==> config.mk <==
export PLATFORM = sky130hd
export DESIGN_NAME = lc3b_core
export DESIGN_NICKNAME = d
export VERILOG_FILES = /design/src/verilog/lc3b_pkg.sv /design/src/verilog/lc3b_stage_reg.sv /design/src/verilog/lc3b_regfile.sv /design/src/verilog/lc3b_execute.sv /design/src/verilog/lc3b_control.sv /design/src/verilog/lc3b_core.sv
export SDC_FILE = /design/constraint.sdc
export NUM_CORES = 1
export LEC_CHECK = 0
export BUFFER_PORTS_ARGS = -buffer_cell sky130_fd_sc_hd__buf_2
export CAP_MARGIN = 10
export CORE_ASPECT_RATIO = 1.2
export CORE_MARGIN = 4
export CORE_UTILIZATION = 55
export CTS_CLUSTER_SIZE = 28
export DETAILED_ROUTE_END_ITERATION = 10
export PLACE_DENSITY = 0.75
export SYNTH_ARGS = -nofsm -noshare
export SYNTH_HDL_FRONTEND = slang
export SYNTH_SLANG_ARGS = --single-unit
==> constraint.sdc <==
create_clock -name clk -period 4.93 [get_ports clk]
set_clock_uncertainty 0.2 [all_clocks]
set_input_delay 0.493 -clock clk [delete_from_list [all_inputs] [get_ports clk]]
set_output_delay 0.493 -clock clk [all_outputs]
set_load 0.01 [all_outputs]
==> src/verilog/lc3b_pkg.sv <==
package lc3b_pkg;

typedef logic [15:0] lc3b_word;
typedef logic [2:0]  lc3b_reg;
typedef logic [2:0]  lc3b_nzp;    // one-hot {n, z, p}
typedef logic [15:0] lc3b_instr;  // raw instruction word

// only the operate group is decoded
typedef enum logic [3:0]
{
    op_add = 4'b0001,
    op_and = 4'b0101,
    op_not = 4'b1001,
    op_shf = 4'b1101
} lc3b_opcode;

typedef enum logic [2:0]
{
    alu_add,
    alu_and,
    alu_not,
    alu_sll,
    alu_srl,
    alu_sra
} lc3b_aluop;

// control word built in ID and carried through EX
typedef struct packed
{
    lc3b_aluop  aluop;
    logic       imm_enable;    // operand b from sext(imm5)
    logic       shf_enable;    // operand b from zext(amount4)
    logic       load_regfile;
    lc3b_reg    dest;
    lc3b_reg    sr1;
    lc3b_reg    sr2;
    logic [4:0] imm5;          // amount4 sits in the low bits
} lc3b_ctrl;

// WB payload, also what the retire port shows
typedef struct packed
{
    logic     write;
    lc3b_reg  dest;
    lc3b_word value;
    lc3b_nzp  nzp;
} lc3b_retire;

endpackage : lc3b_pkg

==> src/verilog/lc3b_stage_reg.sv <==
`timescale 1ns/1ns

module lc3b_stage_reg
#(
    parameter type payload_t = logic
)
(
    input  logic     clk,
    input  logic     rst_n,
    input  logic     load,
    input  logic     in_valid,
    input  payload_t in,
    output logic     out_valid,
    output payload_t out
);

always_ff @(posedge clk)
begin
    if (!rst_n)
    begin
        out_valid <= 1'b0;
        out <= '0;
    end
    else if (load)         // otherwise hold the entry
    begin
        out_valid <= in_valid;
        out <= in;
    end
end

endmodule : lc3b_stage_reg

==> src/verilog/lc3b_regfile.sv <==
`timescale 1ns/1ns

module lc3b_regfile
(
    input  logic              clk,
    input  logic              rst_n,
    input  logic              write,
    input  lc3b_pkg::lc3b_reg  dest,
    input  lc3b_pkg::lc3b_word value,
    input  lc3b_pkg::lc3b_reg  src_a,
    input  lc3b_pkg::lc3b_reg  src_b,
    output lc3b_pkg::lc3b_word reg_a,
    output lc3b_pkg::lc3b_word reg_b
);

lc3b_pkg::lc3b_word regs [8];

always_ff @(posedge clk)
begin
    if (!rst_n)
    begin
        for (int i = 0; i < 8; i++)
            regs[i] <= '0;      // R0..R7 start at zero
    end
    else if (write)
    begin
        regs[dest] <= value;
    end
end

// read ports see the old value in the cycle of a write
assign reg_a = regs[src_a];
assign reg_b = regs[src_b];

endmodule : lc3b_regfile

==> src/verilog/lc3b_execute.sv <==
`timescale 1ns/1ns

module lc3b_execute
(
    input  lc3b_pkg::lc3b_ctrl   ctrl,
    input  lc3b_pkg::lc3b_word   reg_a,
    input  lc3b_pkg::lc3b_word   reg_b,
    input  logic                 fwd_a,
    input  logic                 fwd_b,
    input  lc3b_pkg::lc3b_word   wb_value,
    output lc3b_pkg::lc3b_retire result
);

lc3b_pkg::lc3b_word opnd_a;
lc3b_pkg::lc3b_word sr2_val;
lc3b_pkg::lc3b_word opnd_b;
lc3b_pkg::lc3b_word sext5;
lc3b_pkg::lc3b_word zext4;
lc3b_pkg::lc3b_word alu_out;

assign sext5 = {{11{ctrl.imm5[4]}}, ctrl.imm5};
assign zext4 = {12'b0, ctrl.imm5[3:0]};     // shift amount

// WB value wins over a stale regfile read
assign opnd_a = fwd_a ? wb_value : reg_a;
assign sr2_val = fwd_b ? wb_value : reg_b;

always_comb
begin
    if (ctrl.shf_enable)
        opnd_b = zext4;
    else if (ctrl.imm_enable)
        opnd_b = sext5;
    else
        opnd_b = sr2_val;
end

always_comb
begin
    case (ctrl.aluop)
        lc3b_pkg::alu_add: alu_out = opnd_a + opnd_b;
        lc3b_pkg::alu_and: alu_out = opnd_a & opnd_b;
        lc3b_pkg::alu_not: alu_out = ~opnd_a;
        lc3b_pkg::alu_sll: alu_out = opnd_a << opnd_b[3:0];
        lc3b_pkg::alu_srl: alu_out = opnd_a >> opnd_b[3:0];
        lc3b_pkg::alu_sra: alu_out = $signed(opnd_a) >>> opnd_b[3:0];  // keeps the sign
        default:           alu_out = opnd_a;
    endcase
end

always_comb
begin
    result.write = ctrl.load_regfile;
    result.dest = ctrl.dest;
    result.value = alu_out;
    // condition codes from the result
    result.nzp[2] = alu_out[15];
    result.nzp[1] = (alu_out == 16'h0000);
    result.nzp[0] = !alu_out[15] && (alu_out != 16'h0000);
end

endmodule : lc3b_execute

==> src/verilog/lc3b_control.sv <==
`timescale 1ns/1ns

module lc3b_control
(
    input  lc3b_pkg::lc3b_instr  id_instr,
    input  logic                 id_valid,
    input  lc3b_pkg::lc3b_ctrl   ex_ctrl,
    input  logic                 ex_valid,
    input  lc3b_pkg::lc3b_retire wb_retire,
    input  logic                 wb_valid,
    input  logic                 retire_ready,
    output logic                 advance,
    output lc3b_pkg::lc3b_ctrl   id_ctrl,
    output logic                 fwd_a,
    output logic                 fwd_b
);

logic known_op;
logic wb_writes;

always_comb
begin
    id_ctrl = '0;
    id_ctrl.aluop = lc3b_pkg::alu_add;
    id_ctrl.dest = id_instr[11:9];
    id_ctrl.sr1 = id_instr[8:6];
    id_ctrl.sr2 = id_instr[2:0];
    id_ctrl.imm5 = id_instr[4:0];
    known_op = 1'b1;
    case (lc3b_pkg::lc3b_opcode'(id_instr[15:12]))
        lc3b_pkg::op_add: id_ctrl.imm_enable = id_instr[5];    // bit 5 picks imm5
        lc3b_pkg::op_and:
        begin
            id_ctrl.aluop = lc3b_pkg::alu_and;
            id_ctrl.imm_enable = id_instr[5];
        end
        lc3b_pkg::op_not: id_ctrl.aluop = lc3b_pkg::alu_not;
        lc3b_pkg::op_shf:
        begin
            id_ctrl.shf_enable = 1'b1;
            case (id_instr[5:4])                           // {A, D}
                2'b01:   id_ctrl.aluop = lc3b_pkg::alu_srl;
                2'b11:   id_ctrl.aluop = lc3b_pkg::alu_sra;
                default: id_ctrl.aluop = lc3b_pkg::alu_sll;
            endcase
        end
        default: known_op = 1'b0;
    endcase
    id_ctrl.load_regfile = id_valid && known_op;  // bubbles and junk never write
end

// whole pipe moves together unless retire is blocked
assign advance = !wb_valid || retire_ready;

// WB is the only source that can be newer than the regfile
assign wb_writes = wb_valid && wb_retire.write;
assign fwd_a = ex_valid && wb_writes && (wb_retire.dest == ex_ctrl.sr1);
assign fwd_b = ex_valid && wb_writes && (wb_retire.dest == ex_ctrl.sr2);

endmodule : lc3b_control

==> src/verilog/lc3b_core.sv <==
`timescale 1ns/1ns

module lc3b_core
(
    input  logic                 clk,
    input  logic                 rst_n,
    input  logic                 instr_valid,
    output logic                 instr_ready,
    input  lc3b_pkg::lc3b_instr  instr,
    output logic                 retire_valid,
    input  logic                 retire_ready,
    output lc3b_pkg::lc3b_retire retire
);

logic advance;
logic id_valid;
logic ex_valid;
logic fwd_a;
logic fwd_b;
logic rf_write;

lc3b_pkg::lc3b_instr  id_instr;
lc3b_pkg::lc3b_ctrl   id_ctrl;
lc3b_pkg::lc3b_ctrl   ex_ctrl;
lc3b_pkg::lc3b_retire ex_result;
lc3b_pkg::lc3b_word   reg_a;
lc3b_pkg::lc3b_word   reg_b;

assign instr_ready = advance;
assign rf_write = retire_valid && retire_ready && retire.write;   // write on retire

lc3b_control control_i
(
    .id_instr(id_instr),
    .id_valid(id_valid),
    .ex_ctrl(ex_ctrl),
    .ex_valid(ex_valid),
    .wb_retire(retire),
    .wb_valid(retire_valid),
    .retire_ready(retire_ready),
    .advance(advance),
    .id_ctrl(id_ctrl),
    .fwd_a(fwd_a),
    .fwd_b(fwd_b)
);

lc3b_stage_reg #(.payload_t(lc3b_pkg::lc3b_instr)) id_stage
(
    .clk(clk),
    .rst_n(rst_n),
    .load(advance),
    .in_valid(instr_valid),
    .in(instr),
    .out_valid(id_valid),
    .out(id_instr)
);

lc3b_stage_reg #(.payload_t(lc3b_pkg::lc3b_ctrl)) ex_stage
(
    .clk(clk),
    .rst_n(rst_n),
    .load(advance),
    .in_valid(id_valid),
    .in(id_ctrl),
    .out_valid(ex_valid),
    .out(ex_ctrl)
);

lc3b_regfile regfile_i
(
    .clk(clk),
    .rst_n(rst_n),
    .write(rf_write),
    .dest(retire.dest),
    .value(retire.value),
    .src_a(ex_ctrl.sr1),       // read in EX
    .src_b(ex_ctrl.sr2),
    .reg_a(reg_a),
    .reg_b(reg_b)
);

lc3b_execute execute_i
(
    .ctrl(ex_ctrl),
    .reg_a(reg_a),
    .reg_b(reg_b),
    .fwd_a(fwd_a),
    .fwd_b(fwd_b),
    .wb_value(retire.value),
    .result(ex_result)
);

// WB entry drives the retire port directly
lc3b_stage_reg #(.payload_t(lc3b_pkg::lc3b_retire)) wb_stage
(
    .clk(clk),
    .rst_n(rst_n),
    .load(advance),
    .in_valid(ex_valid),
    .in(ex_result),
    .out_valid(retire_valid),
    .out(retire)
);

endmodule : lc3b_core

==> metrics.cfg <==
[routing]
postRouteAntennaNets=0
viasPerCell=6.83
dr_total_vias=10800
routed_wl_um=41600
remaining_drc_errors=0
drtIter0Drc=1220
wl_per_cell_um=26.4
dr.pass1.iters=7

[sta]
finalHoldViolCount=0
tns_ns=0
max_slew_margin=0.125
min_period_ns=4.78
fmax_mhz=209
worst_slew_pin_slew_ns=1.31
slew_viol_final=0
setup_viol=0
fin_crit_sh=0.970

[synthesis]
ys_ff_latch=192
synthesis.area_um2=12400
synth_edf_count=128
ys.flop_type=edfxtp_1
yosys.area.top_type=edfxtp_1
synth_area_leaders=edfxtp_1 (31%), dfxtp_1 (10%), mux4_2 (9.8%), and2_1 (5.5%), nand2_1 (4.3%)
synth_top_area_share=0.311
ys_seq_area_frac=0.415
synth-async-reset-ratio=0
synth.distinct_cells=81
synth.yosys.warnings=0
synthCells=1237
syn_nets=1275
avgSynthCellArea_um2=9.99

[finish]
regArea_um2=5130
syn2layout_area_growth_pct=13.0
diodes=0
fin_area_um2=14000
n_fill_cell=1773
nets=1326
mostFrequentLayoutCell=nand2_1
final_cell_mix=nand2_1 (140), edfxtp_1 (128), and2_1 (108)
multi_input_area_um2=6790
layout-drive-gt1-share=0.236

[clock_network]
htreeDepth=4
insertion_delay_ns=0.45
cts_tree=done
clk_pin_slew_worst_paths_ns=0.09
root_buffer=clkbuf_16
cts_buffers=17
cts_max_path_buffers=2
cts_sinks=192

[place]
dp.final_hpwl_um=29300
placed_area_um2=13200
port_buffers=44
routabilityCongestion=1.05

[floorplanning]
fp-row-count=59
die_x_um=145
core-area_um2=21900
initial_utilization=0.564
die_h_um=172
design.die.area_um2=24900
top_level_ports=45

[grt]
grt_max_degree=60
gr-usage-met2=0.554
grt_pass1_vias=10500
grt_util_met1=0.433
busiest_layer=met2
antenna_found_initial=0
grt_pass1_wl_um=63300
gr-usage-all-layers=0.339
gr-usage-met3=0.0534
grt-ovfl-total=0

[power]
power.density_nw_per_um2=316
ir_drop_mv=0.398
finalPower_mw=4.42
leakagePower_nw=5.27

[flow_run]
cap_violations=0

[worst_hold_path]
hold_path_class=in -> reg

[outcome]
status=finished clean

[worst_setup_path]
start_kind=register
crit_fanout=6
end_kind=register
crit_required_ns=5.06
crit_type=reg -> reg
cp.arrival_ns=4.91

timing repair:
item                       CTS  global route
hold endpoints to repair     0             0
pin swaps                    1            13
gates resized for setup      3            16
setup endpoints to repair    2             4
setup buffers                0             9
hold buffers                 0             0
synth_stat cells (17+ instances only):
cell type / number
edfxtp_1: 128
mux2i_1: 31
a21oi_1: 103
nand3_1: 27
nor3_1: 47
mux4_2: 54
dfxtp_1: 64
mux2_2: 29
and2_1: 108
clkbuf_1: 76
ha_1: 17
o21ai_0: 35
nor2_1: 93
nand2_1: 140
metal layers:
layer	up-vias	share of wire
li1	4722	-
met1	5176	0.37
met2	688	0.48
met3	167	0.079
met4	0	0.064
met5	-	0
sequential cells by signal, indices dropped and copies added, names as in the netlist, named ones only:
register            flops
ex_stage.out           17
ex_stage.out_valid      1
id_stage.out           16
id_stage.out_valid      1
regfile_i.regs        128
wb_stage.out           22
wb_stage.out_valid      1
area by class of cell:
class,count,share of cell area
clock inverters,15,0.0148
clock buffers,17,0.0305
well taps,274,0.0246
multi-input cells,914,0.486
flip-flops and latches,192,0.368
repair buffers,140,0.0701
inverters,23,0.00618
worst paths after layout:
kind | from | endpoint | slack (ns) | cells after the start
min | instr_valid | id_stage.out_valid$_SDFFE_PN0N_ | 0.09 | 3
max reg2reg | wb_stage.out_valid$_SDFFE_PN0N_ | wb_stage.out[0]$_SDFFE_PN0N_ | 0.15 | 18
max | wb_stage.out_valid$_SDFFE_PN0N_ | wb_stage.out[0]$_SDFFE_PN0N_ | 0.15 | 18
min reg2reg | id_stage.out[12]$_SDFFE_PN0N_ | id_stage.out[12]$_SDFFE_PN0N_ | 0.25 | 2
cells by family (layout without fill, tap and decap cells):
logic type,after synthesis,in the layout,share of synthesized area
xor gates and xnor gates,15,15,0.0106
AOI/OAI and AO/OA,274,274,0.142
DFF,192,192,0.415
buffers and inverters,131,195,0.0452
and+or+nand+nor,478,478,0.190
adders and majority gates,18,18,0.0188
muxes,129,129,0.178
per-stage QoR:
stage	setup slack (ns)	utilization	cells	hold slack (ns)
6_report	0.149	0.637	1575	0.0905
5_1_grt	-0.00702	0.637	1575	0.0781
4_1_cts	-0.0110	0.631	1566	0.0753
3_5_place_dp	-0.0142	0.601	1534	0.240
3_3_place_gp	0.0288	0.601	1534	0.236
2_1_floorplan	0.0225	-	1237	0.227
where the power goes:
part           internal, mW  switching, mW  leakage, nW
sequential             1.79          0.104         1.85
combinational         0.430          0.621         3.11
clock                 0.714          0.757        0.305
total                  2.93           1.48         5.27
critical path, cell delays in order, from the launching register on:
cell and delay (ns):
dfxtp_1 0.39, and3_1 0.25, nand4_1 0.34, mux2_2 0.37, ha_1 0.17, inv_1 0.06, fa_1 0.43, nor2b_1 0.18
o21a_1 0.17, o21ai_2 0.08, a21oi_2 0.22, a41oi_2 0.15, nor2b_1 0.16, xnor2_1 0.12, a222oi_1 0.44, a31oi_2 0.21
nor4_2 0.24, nand4b_1 0.22, a32o_1 0.26
Note: power is estimated with default switching activity, not from simulation.
